[config.mk]
export PLATFORM = sky130hd
export DESIGN_NAME = multicore
export DESIGN_NICKNAME = d
export VERILOG_FILES = /design/src/rtl/multicore_pkg.sv /design/src/rtl/dwell_timer.sv /design/src/rtl/release_fsm.sv /design/src/rtl/sample_core.sv /design/src/rtl/output_select.sv /design/src/rtl/multicore.sv
export SDC_FILE = /design/constraint.sdc
export NUM_CORES = 1
export LEC_CHECK = 0
export BUFFER_PORTS_ARGS = -buffer_cell sky130_fd_sc_hd__buf_2
export CAP_MARGIN = 20
export CORE_MARGIN = 2
export CORE_UTILIZATION = 45
export DETAILED_ROUTE_END_ITERATION = 6
export HOLD_SLACK_MARGIN = 0.06
export PLACE_DENSITY = 0.61
export SYNTH_ARGS = -nofsm -noshare
export SYNTH_HDL_FRONTEND = slang
export SYNTH_SLANG_ARGS = --single-unit
[constraint.sdc]
create_clock -name clk -period 9.3 [get_ports clk]
set_clock_uncertainty 0.2 [all_clocks]
set_input_delay 0 -clock clk [delete_from_list [all_inputs] [get_ports clk]]
set_output_delay 0 -clock clk [all_outputs]
set_load 0.02 [all_outputs]
[src/rtl/multicore_pkg.sv]
package multicore_pkg;

	// ########################################################################
	// Array size and timing
	// ########################################################################

	localparam int num_cores = 4;
	localparam int samples_per_core = 4;

	// Keep at least samples_per_core + 2 so two cores never request together
	localparam int dwell_cycles = 8;

	localparam int data_width = 32;
	localparam int dwell_w = $clog2(dwell_cycles + 1);
	localparam int cnt_w = $clog2(samples_per_core);

	// ########################################################################
	// Types
	// ########################################################################

	typedef logic [1:0] core_idx_t;
	typedef logic [1:0] en_t;
	typedef logic signed [data_width-1:0] sample_t;

	localparam en_t en_idle = 2'd0;
	localparam en_t en_valid = 2'd1;   // Sum present for one cycle
	localparam en_t en_done = 2'd2;

	typedef struct packed {
		sample_t data;
		en_t en;
	} core_out_t;

	typedef core_out_t [num_cores-1:0] core_out_vec_t;

	// Request code per core, 1 while requesting
	typedef logic [num_cores-1:0][1:0] req_vec_t;

endpackage

[src/rtl/dwell_timer.sv]
module dwell_timer (
	input logic clk,
	input logic reset,
	input logic start,
	output logic expire
);

	import multicore_pkg::*;

	logic [dwell_w-1:0] count;   // Zero when idle

	// ########################################################################
	// Down-counter
	// ########################################################################

	always_ff @(posedge clk) begin
		if (reset) begin
			count <= '0;
		end else if (start) begin
			count <= dwell_w'(dwell_cycles);
		end else if (count != '0) begin
			count <= count - 1'b1;
		end
	end

	// Last cycle of the count, so the release lands on the dwell edge
	assign expire = (count == dwell_w'(1));

	// ########################################################################
	// Checks
	// ########################################################################

	// A new dwell may only begin once the previous one has run out
	a_no_restart: assert property (
		@(posedge clk) disable iff (reset)
		start |-> (count == '0 || expire)
	);

endmodule

[src/rtl/release_fsm.sv]
module release_fsm (
	input logic clk,
	input logic reset,
	input logic expire,
	output logic start,
	output logic [multicore_pkg::num_cores-1:0] core_reset
);

	import multicore_pkg::*;

	typedef enum logic [1:0] {
		st_hold,
		st_releasing,
		st_finished
	} state_t;

	state_t state;
	core_idx_t next_idx;   // Next core to come out of reset
	logic last_core;

	assign last_core = (next_idx == core_idx_t'(num_cores - 1));

	// ########################################################################
	// Release sequencer
	// ########################################################################

	always_ff @(posedge clk) begin
		if (reset) begin
			state <= st_hold;
			next_idx <= '0;
			core_reset <= '1;
		end else begin
			case (state)
				st_hold: begin
					core_reset[0] <= 1'b0;
					next_idx <= core_idx_t'(1);
					state <= st_releasing;
				end
				st_releasing: begin
					if (expire) begin
						core_reset[next_idx] <= 1'b0;
						if (last_core)
							state <= st_finished;
						else
							next_idx <= next_idx + 1'b1;
					end
				end
				default: begin
					state <= st_finished;   // All cores running
				end
			endcase
		end
	end

	// Timer runs for every release except the last one
	always_comb begin
		start = 1'b0;
		if (state == st_hold)
			start = 1'b1;
		else if (state == st_releasing && expire && !last_core)
			start = 1'b1;
	end

	// ########################################################################
	// Checks
	// ########################################################################

	// A released core stays released
	a_reset_falls_only: assert property (
		@(posedge clk) disable iff (reset)
		(core_reset & ~$past(core_reset)) == '0
	);

	a_start_pulse: assert property (
		@(posedge clk) disable iff (reset)
		start |=> !start
	);

endmodule

[src/rtl/sample_core.sv]
module sample_core (
	input logic clk,
	input logic core_reset,
	input multicore_pkg::sample_t io_in,
	output logic [1:0] req,
	output multicore_pkg::core_out_t core_out
);

	import multicore_pkg::*;

	typedef enum logic [1:0] {
		st_entry,
		st_collect,
		st_report,
		st_done
	} state_t;

	state_t state;
	logic [cnt_w-1:0] cnt;
	sample_t sum;
	logic last_sample;

	assign last_sample = (cnt == cnt_w'(samples_per_core - 1));

	// ########################################################################
	// Control
	// ########################################################################

	always_ff @(posedge clk) begin
		if (core_reset) begin
			state <= st_entry;
		end else begin
			case (state)
				st_entry: state <= st_collect;
				st_collect: begin
					if (last_sample)
						state <= st_report;
				end
				st_report: state <= st_done;
				default: state <= st_done;   // Parked
			endcase
		end
	end

	// ########################################################################
	// Datapath
	// ########################################################################

	// Counter and sum are cleared while the core sits in its entry state
	always_ff @(posedge clk) begin
		case (state)
			st_entry: begin
				cnt <= '0;
				sum <= '0;
			end
			st_collect: begin
				cnt <= cnt + 1'b1;
				sum <= sum + io_in;   // Wraps on overflow
			end
			default: begin
				cnt <= cnt;
				sum <= sum;
			end
		endcase
	end

	assign req = (state == st_collect) ? 2'd1 : 2'd0;

	always_comb begin
		core_out.data = sum;
		case (state)
			st_report: core_out.en = en_valid;
			st_done: core_out.en = en_done;
			default: core_out.en = en_idle;
		endcase
	end

	// ########################################################################
	// Checks
	// ########################################################################

	// One valid cycle, then done for good
	a_valid_once: assert property (
		@(posedge clk) disable iff (core_reset)
		core_out.en == en_valid |=> core_out.en == en_done
	);

	// The request window is exactly samples_per_core cycles long
	a_req_window: assert property (
		@(posedge clk) disable iff (core_reset)
		$rose(req == 2'd1) |-> (req == 2'd1) [*samples_per_core] ##1 (req == 2'd0)
	);

endmodule

[src/rtl/output_select.sv]
module output_select (
	input multicore_pkg::core_out_vec_t core_outs,
	output multicore_pkg::core_out_t io_out
);

	import multicore_pkg::*;

	// ########################################################################
	// Priority select, lowest index wins
	// ########################################################################

	// Scan from the top down so the lowest valid core overwrites the rest
	always_comb begin
		io_out.data = '0;
		io_out.en = en_idle;
		for (int i = num_cores - 1; i >= 0; i--) begin
			if (core_outs[i].en == en_valid)
				io_out = core_outs[i];   // Done cores never match
		end
	end

endmodule

[src/rtl/multicore.sv]
module multicore (
	input logic clk,
	input logic reset,
	input multicore_pkg::sample_t io_in,
	output multicore_pkg::core_out_t io_out,
	output multicore_pkg::req_vec_t req
);

	import multicore_pkg::*;

	logic start;
	logic expire;
	logic [num_cores-1:0] core_reset;
	core_out_vec_t core_outs;

	// ########################################################################
	// Staggered release
	// ########################################################################

	dwell_timer timer0 (
		.clk(clk),
		.reset(reset),
		.start(start),
		.expire(expire)
	);

	release_fsm seq0 (
		.clk(clk),
		.reset(reset),
		.expire(expire),
		.start(start),
		.core_reset(core_reset)
	);

	// ########################################################################
	// Cores and output selection
	// ########################################################################

	for (genvar i = 0; i < num_cores; i++) begin : g_core
		sample_core core (
			.clk(clk),
			.core_reset(core_reset[i]),
			.io_in(io_in),   // Shared input bus
			.req(req[i]),
			.core_out(core_outs[i])
		);
	end

	output_select sel0 (
		.core_outs(core_outs),
		.io_out(io_out)
	);

endmodule

==> results of run 1 <==
[through the flow]
stage	area, µm²	hold WS (ns)	worst slack [ns]
5_1_grt	14100	0.102	5.39
2_1_floorplan	12500	-0.128	6.13
3_3_place_gp	13200	0.130	5.77
4_1_cts	14100	0.0605	5.69
3_5_place_dp	13200	0.133	5.71
6_report	14100	0.0736	5.71
[worst min path at each step]
| stage | startpoint | to | slack (ns) |
|---|---|---|---|
| final | io_in[26] | g_core[3].core.sum[26] | 0.07 |
| after detailed placement | reset | seq0.state[1] | 0.13 |
| after global placement | reset | seq0.state[1] | 0.13 |
| after global routing | io_in[26] | g_core[3].core.sum[26] | 0.10 |
| after CTS | io_in[26] | g_core[3].core.sum[26] | 0.06 |
| after floorplan | reset | seq0.next_idx[1] | -0.13 |
[routing by layer]
layer	up-vias	part of all wire, %	global-route usage (%)
met5	-	0	0
met4	0	1.6	6.58
met3	41	5.7	3.31
met2	321	47	42.2
met1	5197	46	35.1
li1	5315	-	-
[area by class of cell]
type / instances / area share [%]
multi-input cells: 1118 / 54.2
flip-flops and latches: 156 / 31.7
repair buffers: 117 / 5.56
well taps: 372 / 3.29
clock buffers: 19 / 3.13
clock inverters: 13 / 1.09
inverters: 40 / 1.06
[sequential cells by signal, summed over array words and instances (netlist names)]
| register | flops |
|---|---|
| g_core.core.sum | 128 |
| g_core.core.cnt | 8 |
| g_core.core.state | 8 |
| seq0.core_reset | 4 |
| timer0.count | 4 |
| seq0.next_idx | 2 |
| seq0.state | 2 |
[critical path, stage by stage (launching register included)]
cell      delay, ns
edfxtp_1       0.43
ha_1           0.32
a211oi_1       0.33
o211ai_1       0.20
a31oi_1        0.57
a211oi_1       0.29
nor3b_1        0.54
nor4_1         0.13
o21a_1         0.19
o21a_1         0.16
[power by group]
part	switching (W)	leakage (nW)	internal, W
Clock	0.000335	0.292	0.000411
Sequential	0.0000281	1.82	0.000803
Combinational	0.000276	4.34	0.000198
Total	0.000639	6.45	0.00141
[kinds of logic after synthesis]
family	after synthesis	share of synthesized area [%]
compound gates	444	23.7
xor+xnor	92	6.46
fa+ha+maj	138	14.1
buf+inv	87	2.84
flops	156	35.9
mux	12	0.983
other cells	1	0.0301
simple gates	427	16.0
[placed cells by master, fill, tap and decap left out, types with 5 or more instances in the layout]
master / Yosys / final
o21bai_1: 14 / 14
dfxtp_1: 20 / 20
inv_1: 40 / 40
a21oi_1: 120 / 120
o21a_1: 13 / 13
nor3_1: 26 / 26
and2_1: 24 / 24
o22ai_1: 33 / 33
a211o_1: 8 / 8
and3_1: 20 / 20
o211ai_1: 16 / 16
nand4_1: 12 / 12
nor3b_1: 8 / 8
a21o_1: 61 / 61
o31ai_1: 7 / 7
conb_1: 1 / 5
o21ai_0: 44 / 44
or3_1: 6 / 6
nand3_1: 21 / 21
buf_2: 1 / 70
clkbuf_16: 0 / 17
a211oi_1: 27 / 27
nor4_1: 5 / 5
nor2_1: 182 / 180
xor2_1: 44 / 44
a31oi_1: 17 / 17
xnor2_1: 48 / 48
mux2i_1: 10 / 10
o21ai_1: 14 / 13
nand2b_1: 22 / 22
nor2b_1: 8 / 8
ha_1: 134 / 134
buf_4: 7 / 14
nand2_1: 82 / 82
dlygate4sd3_1: 0 / 33
a221oi_1: 35 / 35
edfxtp_1: 136 / 136
==> summary.txt, run 1 <==
Die
  – Core ar.: 27,100 µm²
  – Die Width: 171 µm
  – Die ar.: 29,100 µm²
  – Row Count: 60
  – IO Count: 76
  – Die span in y: 171 µm
  – Initial Utilization: 46.0%

Pwr
  – Max VDD drop: 0.000125 V
  – P per Cell Area: 145 nW/µm²
  – Overall power: 0.00205 W
  – Pleak: 6.45 nW

Cells and area
  – FF/Latch Area: 4480 µm²
  – Multi-input logic area: 7660 µm²
  – Proportion of layout cells with a drive suffix above 1: 8.95%
  – Nets: 1,622
  – Finished Core Util: 52.2%
  – Fill count: 2,550
  – Synth-to-Final Area Change: 13.4%
  – Diodes inserted: 0
  – Non-Filler Instances: 1,835

Critical path
  – Arr. time, crit path: 3.60 ns
  – CP Max Fanout: 4
  – R2R depth: 9
  – Worst reg2reg endpoint: g_core[2].core.sum[31]
  – Endpoint class of the critical path: flip-flop
  – R2r startpoint: g_core[2].core.sum[1]
  – CP Class: flip-flop to flip-flop
  – Worst Path Required: 9.31 ns
  – Setup crit start kind: flip-flop
  – FF-to-FF setup slack: 5.71 ns
  – CP startpoint: g_core[2].core.sum[1]
  – CP Capture Point: g_core[2].core.sum[31]

Placed design
  – Port Buffers: 70
  – RD Place Congestion: 0.873
  – Cells after DPL: 1,770
  – DP HPWL: 26,200 µm

Routing
  – Routed length per instance: 19.5 µm
  – Antenna-violating nets left: 0
  – First-pass iteration count of the detailed router: 5
  – Vias: 10,900
  – Vias per inst: 5.93
  – DRC Markers: 0
  – Final wirelength: 35,800 µm
  – Iter 0 DRT Violations: 856

Logic synthesis
  – Library cells used by synthesis: 71
  – Mapped Avg Cell Area: 9.19 µm²
  – Cells after Synth: 1,357
  – Count leader, synth: nor2_1
  – Ranking of synthesized cells by area: edfxtp_1, ha_1, nor2_1, a21oi_1, a21o_1
  – Area share of the largest cell type after synthesis: 32.7%
  – Most used DFF post-synth: edfxtp_1
  – Yosys Warn Count: 0
  – Ys async rst share: 0%
  – Post-synth top cells: nor2_1, edfxtp_1, ha_1
  – Sequential fraction of the synthesis area: 35.9%
  – Cell taking the most area after synthesis: edfxtp_1
  – Cell area after synthesis: 12,500 µm²
  – Seq cells post-synth: 156
  – EDFF count, synth: 136

Worst hold path
  – Worst Hold Class: input pin to flip-flop
  – Worst hold path stage count: 4

CTS
  – CTS tree: done
  – Clock-pin slew on the worst setup and hold paths: 0.07 ns
  – Postcts setup bufs: 0
  – Clk buf depth: 2
  – Root buffer cell: clkbuf_16
  – H-tree Lvls: 4
  – Clock latency on the worst-skew pair: 0.45 ns
  – CTS Buf Count: 17
  – Post-CTS Hold Buffers: 33
  – CTS sink count: 156
  – Cts repair resizes: 0

STA
  – Worst-Margin Slew: 0.962 ns
  – RSZ-0062 raised after global routing: false
  – Fmax: 278 MHz
  – Final setup vio count: 0
  – Slew margin rel.: 35.3%
  – Fin crit share: 38.7%
  – TNS Setup: 0 ns
  – Slew Viols, Final: 0
  – Final hold violation count: 0
  – Final min period: 3.59 ns

Global routing
  – GRT Total Usage: 25.4%
  – GRT Residual Overflow: 0
  – Antenna violations before repair: 0
  – Vias in the first global route: 10,600
  – First-pass GRT wire length: 57,200 µm
  – Largest net degree at the start of global routing: 37

Flow run
  – Max Cap Violations: 0

Run status
  – Status: completed
Power figures use the tool's default switching activity.
==> run 2: changes to the inputs <==
--- a/config.mk
+++ b/config.mk
@@ -5,13 +5,14 @@
 export SDC_FILE = /design/constraint.sdc
 export NUM_CORES = 1
 export LEC_CHECK = 0
+export ABC_AREA = 1
 export BUFFER_PORTS_ARGS = -buffer_cell sky130_fd_sc_hd__buf_2
 export CAP_MARGIN = 20
 export CORE_MARGIN = 2
 export CORE_UTILIZATION = 45
 export DETAILED_ROUTE_END_ITERATION = 6
 export HOLD_SLACK_MARGIN = 0.06
-export PLACE_DENSITY = 0.61
+export PLACE_DENSITY = 0.6
 export SYNTH_ARGS = -nofsm -noshare
 export SYNTH_HDL_FRONTEND = slang
 export SYNTH_SLANG_ARGS = --single-unit
==> constraint.sdc (replaced) <==
create_clock -name clk -period 3.5 [get_ports clk]
set_clock_uncertainty 0.2 [all_clocks]
set_input_delay 0 -clock clk [delete_from_list [all_inputs] [get_ports clk]]
set_output_delay 0 -clock clk [all_outputs]
set_load 0.02 [all_outputs]
==> run 2 against run 1 <==
  * Clock-buffer cell count shrank 1
  * Highest routed layer unchanged
  * Via count grew 53%
  * Sequential share of layout area shrank 6.6 points
  * Final cell count grew 72%
  * Non-clock buffer count shrank 13
  * Die area grew 29%
  * Largest power group unchanged
  * Power grew to 2.7 times the previous value
==> summary.txt, run 2 <==
Cells and area
  – Nets: 2,856 (+76%)
  – Most frequent cells in the layout: nand2_1, inv_1, nor2_1
  – Commonest non-fill, non-tap cell in the layout: nand2_1
  – Non-Filler Instances: 3,158 (+72%)
  – Synth-to-Final Area Change: 10.3%
  – Diodes inserted: 0 (unchanged)
  – Largest register FFs: 128 (unchanged)
  – Biggest register: g_core.core.sum
  – Fill count: 3,723 (+46%)
  – Top Registers: g_core.core.sum: 128 flops, g_core.core.cnt: 8 flops, g_core.core.state: 8 flops
  – Proportion of layout cells with a drive suffix above 1: 7.97% (-0.98 points)

STA
  – Final hold violation count: 0 (unchanged)
  – Slew Viols, Final: 0 (unchanged)
  – Final min period: 2.77 ns
  – RSZ-0062 raised after global routing: false
  – Slew margin rel.: 34.8% (-0.48 points)
  – Fmax: 361 MHz
  – TNS Setup: 0 ns (unchanged)
  – Fin crit share: 79.1%
  – Final setup vio count: 0 (unchanged)
  – Worst-Margin Slew: 0.976 ns (+0.0143 ns)

CTS
  – Root buffer cell: clkbuf_16
  – Clock latency on the worst-skew pair: 0.46 ns (about the same)
  – CTS tree: done
  – CTS Buf Count: 17 (unchanged)
  – H-tree Lvls: 4 (unchanged)
  – Postcts setup bufs: 0 (unchanged)
  – Clk buf depth: 2 (unchanged)
  – Clock-pin slew on the worst setup and hold paths: 0.07 ns (about the same)
  – CTS sink count: 156 (unchanged)

Die
  – Core ar.: 35,500 µm² (+31%)
  – IO Count: 76 (unchanged)
  – Die span in y: 194 µm (+14%)
  – Row Count: 69 (+15%)
  – Die Width: 194 µm (+14%)
  – Die ar.: 37,500 µm² (+29%)
  – Initial Utilization: 45.6% (-0.47 points)

Critical path
  – CP Max Fanout: 33 (+29)
  – Cell family with most CP delay: buffers and inverters
  – Worst path slowest cell: o21ai_0
  – Worst Path Required: 3.30 ns (-6.01 ns)
  – Setup crit start kind: flip-flop
  – Arr. time, crit path: 2.57 ns (-1.03 ns)
  – Worst path max stage delay: 0.52 ns (-0.05 ns)
  – Worst Path Buf+Inv: 3 (+3)
  – CP cell instances: inv_1 -> nand2_2 -> buf_4 -> o21ai_0 -> a21oi_1 -> buf_2
  – CP Class: flip-flop to output port
  – Endpoint class of the critical path: output port

Pwr
  – P per Cell Area: 314 nW/µm² (+120%)
  – Overall power: 0.00561 W (+170%)
  – Pleak: 9.99 nW (+55%)
  – Max VDD drop: 0.000327 V (+160%)

Logic synthesis
  – Sequential fraction of the synthesis area: 27.7% (-8.2 points)
  – Ranking of synthesized cells by area: edfxtp_1, nand2_1, inv_1, ha_1, a21oi_1
  – Post-synth top cells: nand2_1, inv_1, nor2_1
  – Cell area after synthesis: 16,200 µm² (+30%)
  – Area share of the largest cell type after synthesis: 25.3% (-7.5 points)
  – Mapped Avg Cell Area: 6.24 µm² (-32%)
  – Most used DFF post-synth: edfxtp_1
  – Seq cells post-synth: 156 (unchanged)
  – Library cells used by synthesis: 42 (-41%)
  – Ys async rst share: 0% (unchanged)
  – Cell taking the most area after synthesis: edfxtp_1
  – Count leader, synth: nand2_1
  – Cells after Synth: 2,593 (+91%)
  – EDFF count, synth: 136 (unchanged)
  – Yosys Warn Count: 0 (unchanged)

Worst hold path
  – Worst Hold Class: input pin to flip-flop

Routing
  – Routed length per instance: 17.5 µm (-10%)
  – DRC Markers: 0 (unchanged)
  – Final wirelength: 55,300 µm (+55%)
  – Iter 0 DRT Violations: 983 (+15%)
  – Vias per inst: 5.25 (-11%)
  – First-pass iteration count of the detailed router: 5 (unchanged)
  – Vias: 16,600 (+53%)
  – Antenna-violating nets left: 0 (unchanged)

Global routing
  – GRT Residual Overflow: 0 (unchanged)
  – GRT Total Usage: 29.7% (+4.2 points)
  – First-pass GRT wire length: 85,600 µm (+50%)
  – Antenna violations before repair: 0 (unchanged)
  – Largest net degree at the start of global routing: 35 (-5.4%)
  – Vias in the first global route: 16,100 (+51%)

Placed design
  – RD Place Congestion: 0.969 (+11%)
  – Port Buffers: 70 (unchanged)
  – Cells after DPL: 3,107 (+76%)
  – DP HPWL: 44,900 µm (+71%)

Run status
  – Status: completed

Flow run
  – Max Cap Violations: 0 (unchanged)
-- run 2: path summary, 6_finish.rpt --
check / startpoint / endpoint / slack [ns] / depth (start not counted)
worst min-delay path: io_in[20] / g_core[1].core.sum[20] / 0.08 / 4
worst max-delay path: g_core[0].core.state[0] / io_out[25] / 0.73 / 6
worst max register to register: g_core[0].core.sum[0] / g_core[0].core.sum[24] / 0.94 / 10
worst min register to register: g_core[3].core.state[0] / g_core[3].core.state[1] / 0.25 / 2
-- run 2: kinds of logic after synthesis --
kind of cell / synth area share [%]
buffers and inverters: 11.9
AND/OR/NAND/NOR: 37.2
adder cells (fa/ha/maj): 10.9
other: 0.0232
AO/OA/AOI/OAI: 11.8
XOR/XNOR: 0.433
flip-flops: 27.7
-- run 2: area by class of cell --
class / count / area [µm²] / area share (%)
clock inverters: 14 / 168 / 0.940
inverters: 467 / 1750 / 9.82
multi-input cells: 1938 / 9780 / 54.8
well taps: 461 / 577 / 3.23
clock buffers: 18 / 429 / 2.41
flip-flops and latches: 156 / 4480 / 25.1
repair buffers: 104 / 653 / 3.66
-- run 2: what timing repair did --
item                                    4_1_cts  5_1_grt
endpoints found under the setup margin        0        0
resized for setup                             0        0
hold buffers                                 19        0
hold endpoints to repair                     73        0
-- run 2: stage by stage --
stage / utilization (%) / hold slack [ns] / instance area [µm²] / setup WS [ns]
2_1_floorplan: - / -0.131 / 16200 / 1.18
3_3_place_gp: 48.1 / 0.0269 / 17100 / 0.985
3_5_place_dp: 48.1 / 0.0353 / 17100 / 0.961
4_1_cts: 50.3 / 0.0665 / 17800 / 0.717
5_1_grt: 50.3 / 0.113 / 17800 / 0.563
6_report: 50.3 / 0.0818 / 17800 / 0.732
-- run 2: report_power, final --
part	internal (W)	total [W]	switching [W]
clock	0.00113	0.00205	0.000922
sequential	0.00211	0.00217	0.0000580
combinational	0.000439	0.00139	0.000951
-- run 2: per-layer routing --
| metal | up-vias | GRT usage [%] | routed length, µm |
|---|---|---|---|
| li1 | 8394 | - | - |
| met1 | 7576 | 37.0 | 23600 |
| met2 | 519 | 51.4 | 26200 |
| met3 | 97 | 4.11 | 3450 |
| met4 | 0 | 12.4 | 2120 |
| met5 | - | 0 | 0 |
-- run 2: tightest hold or removal path, cell delays in order --
cell,delay [ns]
buf_2,0.20
ha_1,0.27
nor2_1,0.07
nor2_1,0.09
==> run 3: changes to the inputs <==
==> constraint.sdc (replaced) <==
create_clock -name clk -period 2.77 [get_ports clk]
set_clock_uncertainty 0.2 [all_clocks]
set_input_delay 0 -clock clk [delete_from_list [all_inputs] [get_ports clk]]
set_output_delay 0 -clock clk [all_outputs]
set_load 0.02 [all_outputs]
==> run 3 against run 2 <==
  * Non-clock buffer count increased by 4
  * First-iteration DRC count shrank 5.0%
  * Power up 25%
  * Critical path type unchanged
  * Highest routed layer unchanged
==> summary.txt, run 3 (synthesized netlist as in run 2, its figures left out) <==
Cells and area
  – Biggest register: g_core.core.sum
  – Finished Cell Area: 17,900 µm² (+0.25%)
  – Most frequent cells in the layout: nand2_1, inv_1, nor2_1
  – Nets: 2,860 (+0.14%)
  – Finished Core Util: 50.4% (+0.13 points)
  – Fill count: 3,687 (-0.97%)
  – Commonest non-fill, non-tap cell in the layout: nand2_1
  – Top Registers: g_core.core.sum: 128 flops, g_core.core.cnt: 8 flops, g_core.core.state: 8 flops
  – Largest register FFs: 128 (unchanged)
  – Proportion of layout cells with a drive suffix above 1: 8.15% (+0.17 points)
  – Synth-to-Final Area Change: 10.6%
  – Diodes inserted: 0 (unchanged)

Routing
  – Vias: 16,500 (-0.45%)
  – First-pass iteration count of the detailed router: 6 (+1)
  – Routed length per instance: 17.3 µm (-1.5%)
  – Antenna-violating nets left: 0 (unchanged)
  – Final wirelength: 54,600 µm (-1.4%)
  – Iter 0 DRT Violations: 934 (-5.0%)
  – DRC Markers: 0 (unchanged)
  – Vias per inst: 5.22 (-0.58%)

Placed design
  – Port Buffers: 70 (unchanged)
  – RD Place Congestion: 1.00 (+3.5%)
  – Post-Place Cell Area: 17,100 µm² (+0.32%)
  – Pre-CTS WS: 0.262 ns (-0.699 ns)
  – DP HPWL: 44,700 µm (-0.40%)

CTS
  – Postcts setup bufs: 0 (unchanged)
  – H-tree Lvls: 4 (unchanged)
  – CTS sink count: 156 (unchanged)
  – CTS Buf Count: 17 (unchanged)
  – Clk buf depth: 2 (unchanged)
  – Clock latency on the worst-skew pair: 0.47 ns (about the same)
  – Clock-pin slew on the worst setup and hold paths: 0.07 ns (about the same)
  – Cts repair resizes: 0 (unchanged)
  – CTS tree: done
  – Post-CTS Hold Buffers: 19 (unchanged)
  – Root buffer cell: clkbuf_16

Critical path
  – Arr. time, crit path: 2.39 ns (-0.18 ns)
  – Setup crit start kind: flip-flop
  – Endpoint class of the critical path: output port
  – Worst path slowest cell: nand2_1
  – R2r startpoint: g_core[0].core.sum[0]
  – Most common cell on crit path: a21oi_1
  – Worst Path Required: 2.57 ns (-0.73 ns)
  – R2R depth: 10 (unchanged)
  – CP cell instances: nor2_2 -> inv_1 -> nand2_1 -> buf_4 -> a21oi_1 -> a21oi_1 -> buf_2
  – CP Class: flip-flop to output port
  – Worst path max stage delay: 0.55 ns (+0.03 ns)
  – Worst reg2reg endpoint: g_core[0].core.sum[24]
  – CP Max Fanout: 15 (-55%)
  – FF-to-FF setup slack: 0.22 ns (-0.72 ns)

Flow run
  – Max Cap Violations: 0 (unchanged)

STA
  – Worst-Margin Slew: 0.746 ns (-0.230 ns)
  – TNS Setup: 0 ns (unchanged)
  – Fmax: 386 MHz
  – Min setup slack post-route: 0.179 ns (-0.552 ns)
  – Final setup vio count: 0 (unchanged)
  – Final hold violation count: 0 (unchanged)
  – RSZ-0062 raised after global routing: false
  – Slew margin rel.: 50.1% (+15 points)
  – Final min period: 2.59 ns
  – Fin crit share: 93.5%
  – Slew Viols, Final: 0 (unchanged)

Pwr
  – P per Cell Area: 392 nW/µm² (+25%)
  – Pleak: 10.0 nW (+0.31%)
  – Max VDD drop: 0.000490 V (+50%)

Die
  – IO Count: 76 (unchanged)
  – Die span in y: 194 µm (unchanged)
  – Core ar.: 35,500 µm² (unchanged)
  – Row Count: 69 (unchanged)
  – Die Width: 194 µm (unchanged)
  – Initial Utilization: 45.6% (unchanged)
  – Die ar.: 37,500 µm² (unchanged)

Run status
  – Status: completed

Global routing
  – First-pass GRT wire length: 84,800 µm (-0.86%)
  – Antenna violations before repair: 0 (unchanged)
  – Vias in the first global route: 16,100 (+0.33%)
  – GRT Residual Overflow: 0 (unchanged)
  – GRT Total Usage: 29.3% (-0.36 points)
  – Largest net degree at the start of global routing: 64 (+83%)

Worst hold path
  – Hold Path Origin: io_in[20]
  – Worst Hold Class: input pin to flip-flop
  – Worst hold path stage count: 4 (unchanged)
  – Hold Crit Endpoint: g_core[2].core.sum[20]
==> run 3: layer usage <==
layer,track usage [%],part of all wire (%)
met5,0,0
met2,50.3,47
met1,36.8,43
met3,3.33,5.7
met4,13.5,4.6
==> run 3: how the worst max path moves through the flow <==
stage / end / startpoint
final: io_out[23] / g_core[1].core.state[0]
after global placement: g_core[0].core.sum[24] / g_core[0].core.sum[0]
after CTS: io_out[26] / g_core[1].core.state[0]
after global routing: io_out[26] / g_core[1].core.state[1]
after floorplan: g_core[1].core.sum[27] / g_core[1].core.state[1]
after detailed placement: g_core[0].core.sum[24] / g_core[0].core.sum[0]
==> run 3: cell type report <==
| cell class | count | area (µm²) | share of cell area (%) |
|---|---|---|---|
| timing repair buffer | 108 | 708 | 3.96 |
| tap | 461 | 577 | 3.22 |
| clock buffer | 17 | 425 | 2.38 |
| inverter | 467 | 1750 | 9.80 |
| multi-input combinational | 1938 | 9780 | 54.7 |
| clock inverter | 15 | 161 | 0.902 |
| sequential | 156 | 4480 | 25.1 |
==> run 3: through the flow <==
| step | hold slack (ns) | total power [W] | instances |
|---|---|---|---|
| finish | 0.0943 | 0.00701 | 3162 |
| global route | 0.104 | 0.00737 | 3162 |
| CTS | 0.0692 | 0.00701 | 3162 |
| detailed placement | 0.0354 | 0.00450 | 3111 |
| global placement | 0.0284 | 0.00447 | 3111 |
| floorplan | -0.131 | 0.00401 | 2597 |
==> run 3: critical path, delay by kind of cell (launching register included) <==
kind | cells | cell delay [ns]
AOI/OAI and AO/OA | 2 | 0.30
DFF | 1 | 0.34
buffers and inverters | 3 | 0.60
and+or+nand+nor | 2 | 0.68
==> run 3: report_power, final <==
group / switching [W] / leakage [nW] / internal [W] / total [W]
logic: 0.00121 / 7.91 / 0.000556 / 0.00177
registers: 0.0000725 / 1.82 / 0.00267 / 0.00274
clock network: 0.00116 / 0.284 / 0.00134 / 0.00250
total: 0.00244 / 10.0 / 0.00457 / 0.00701
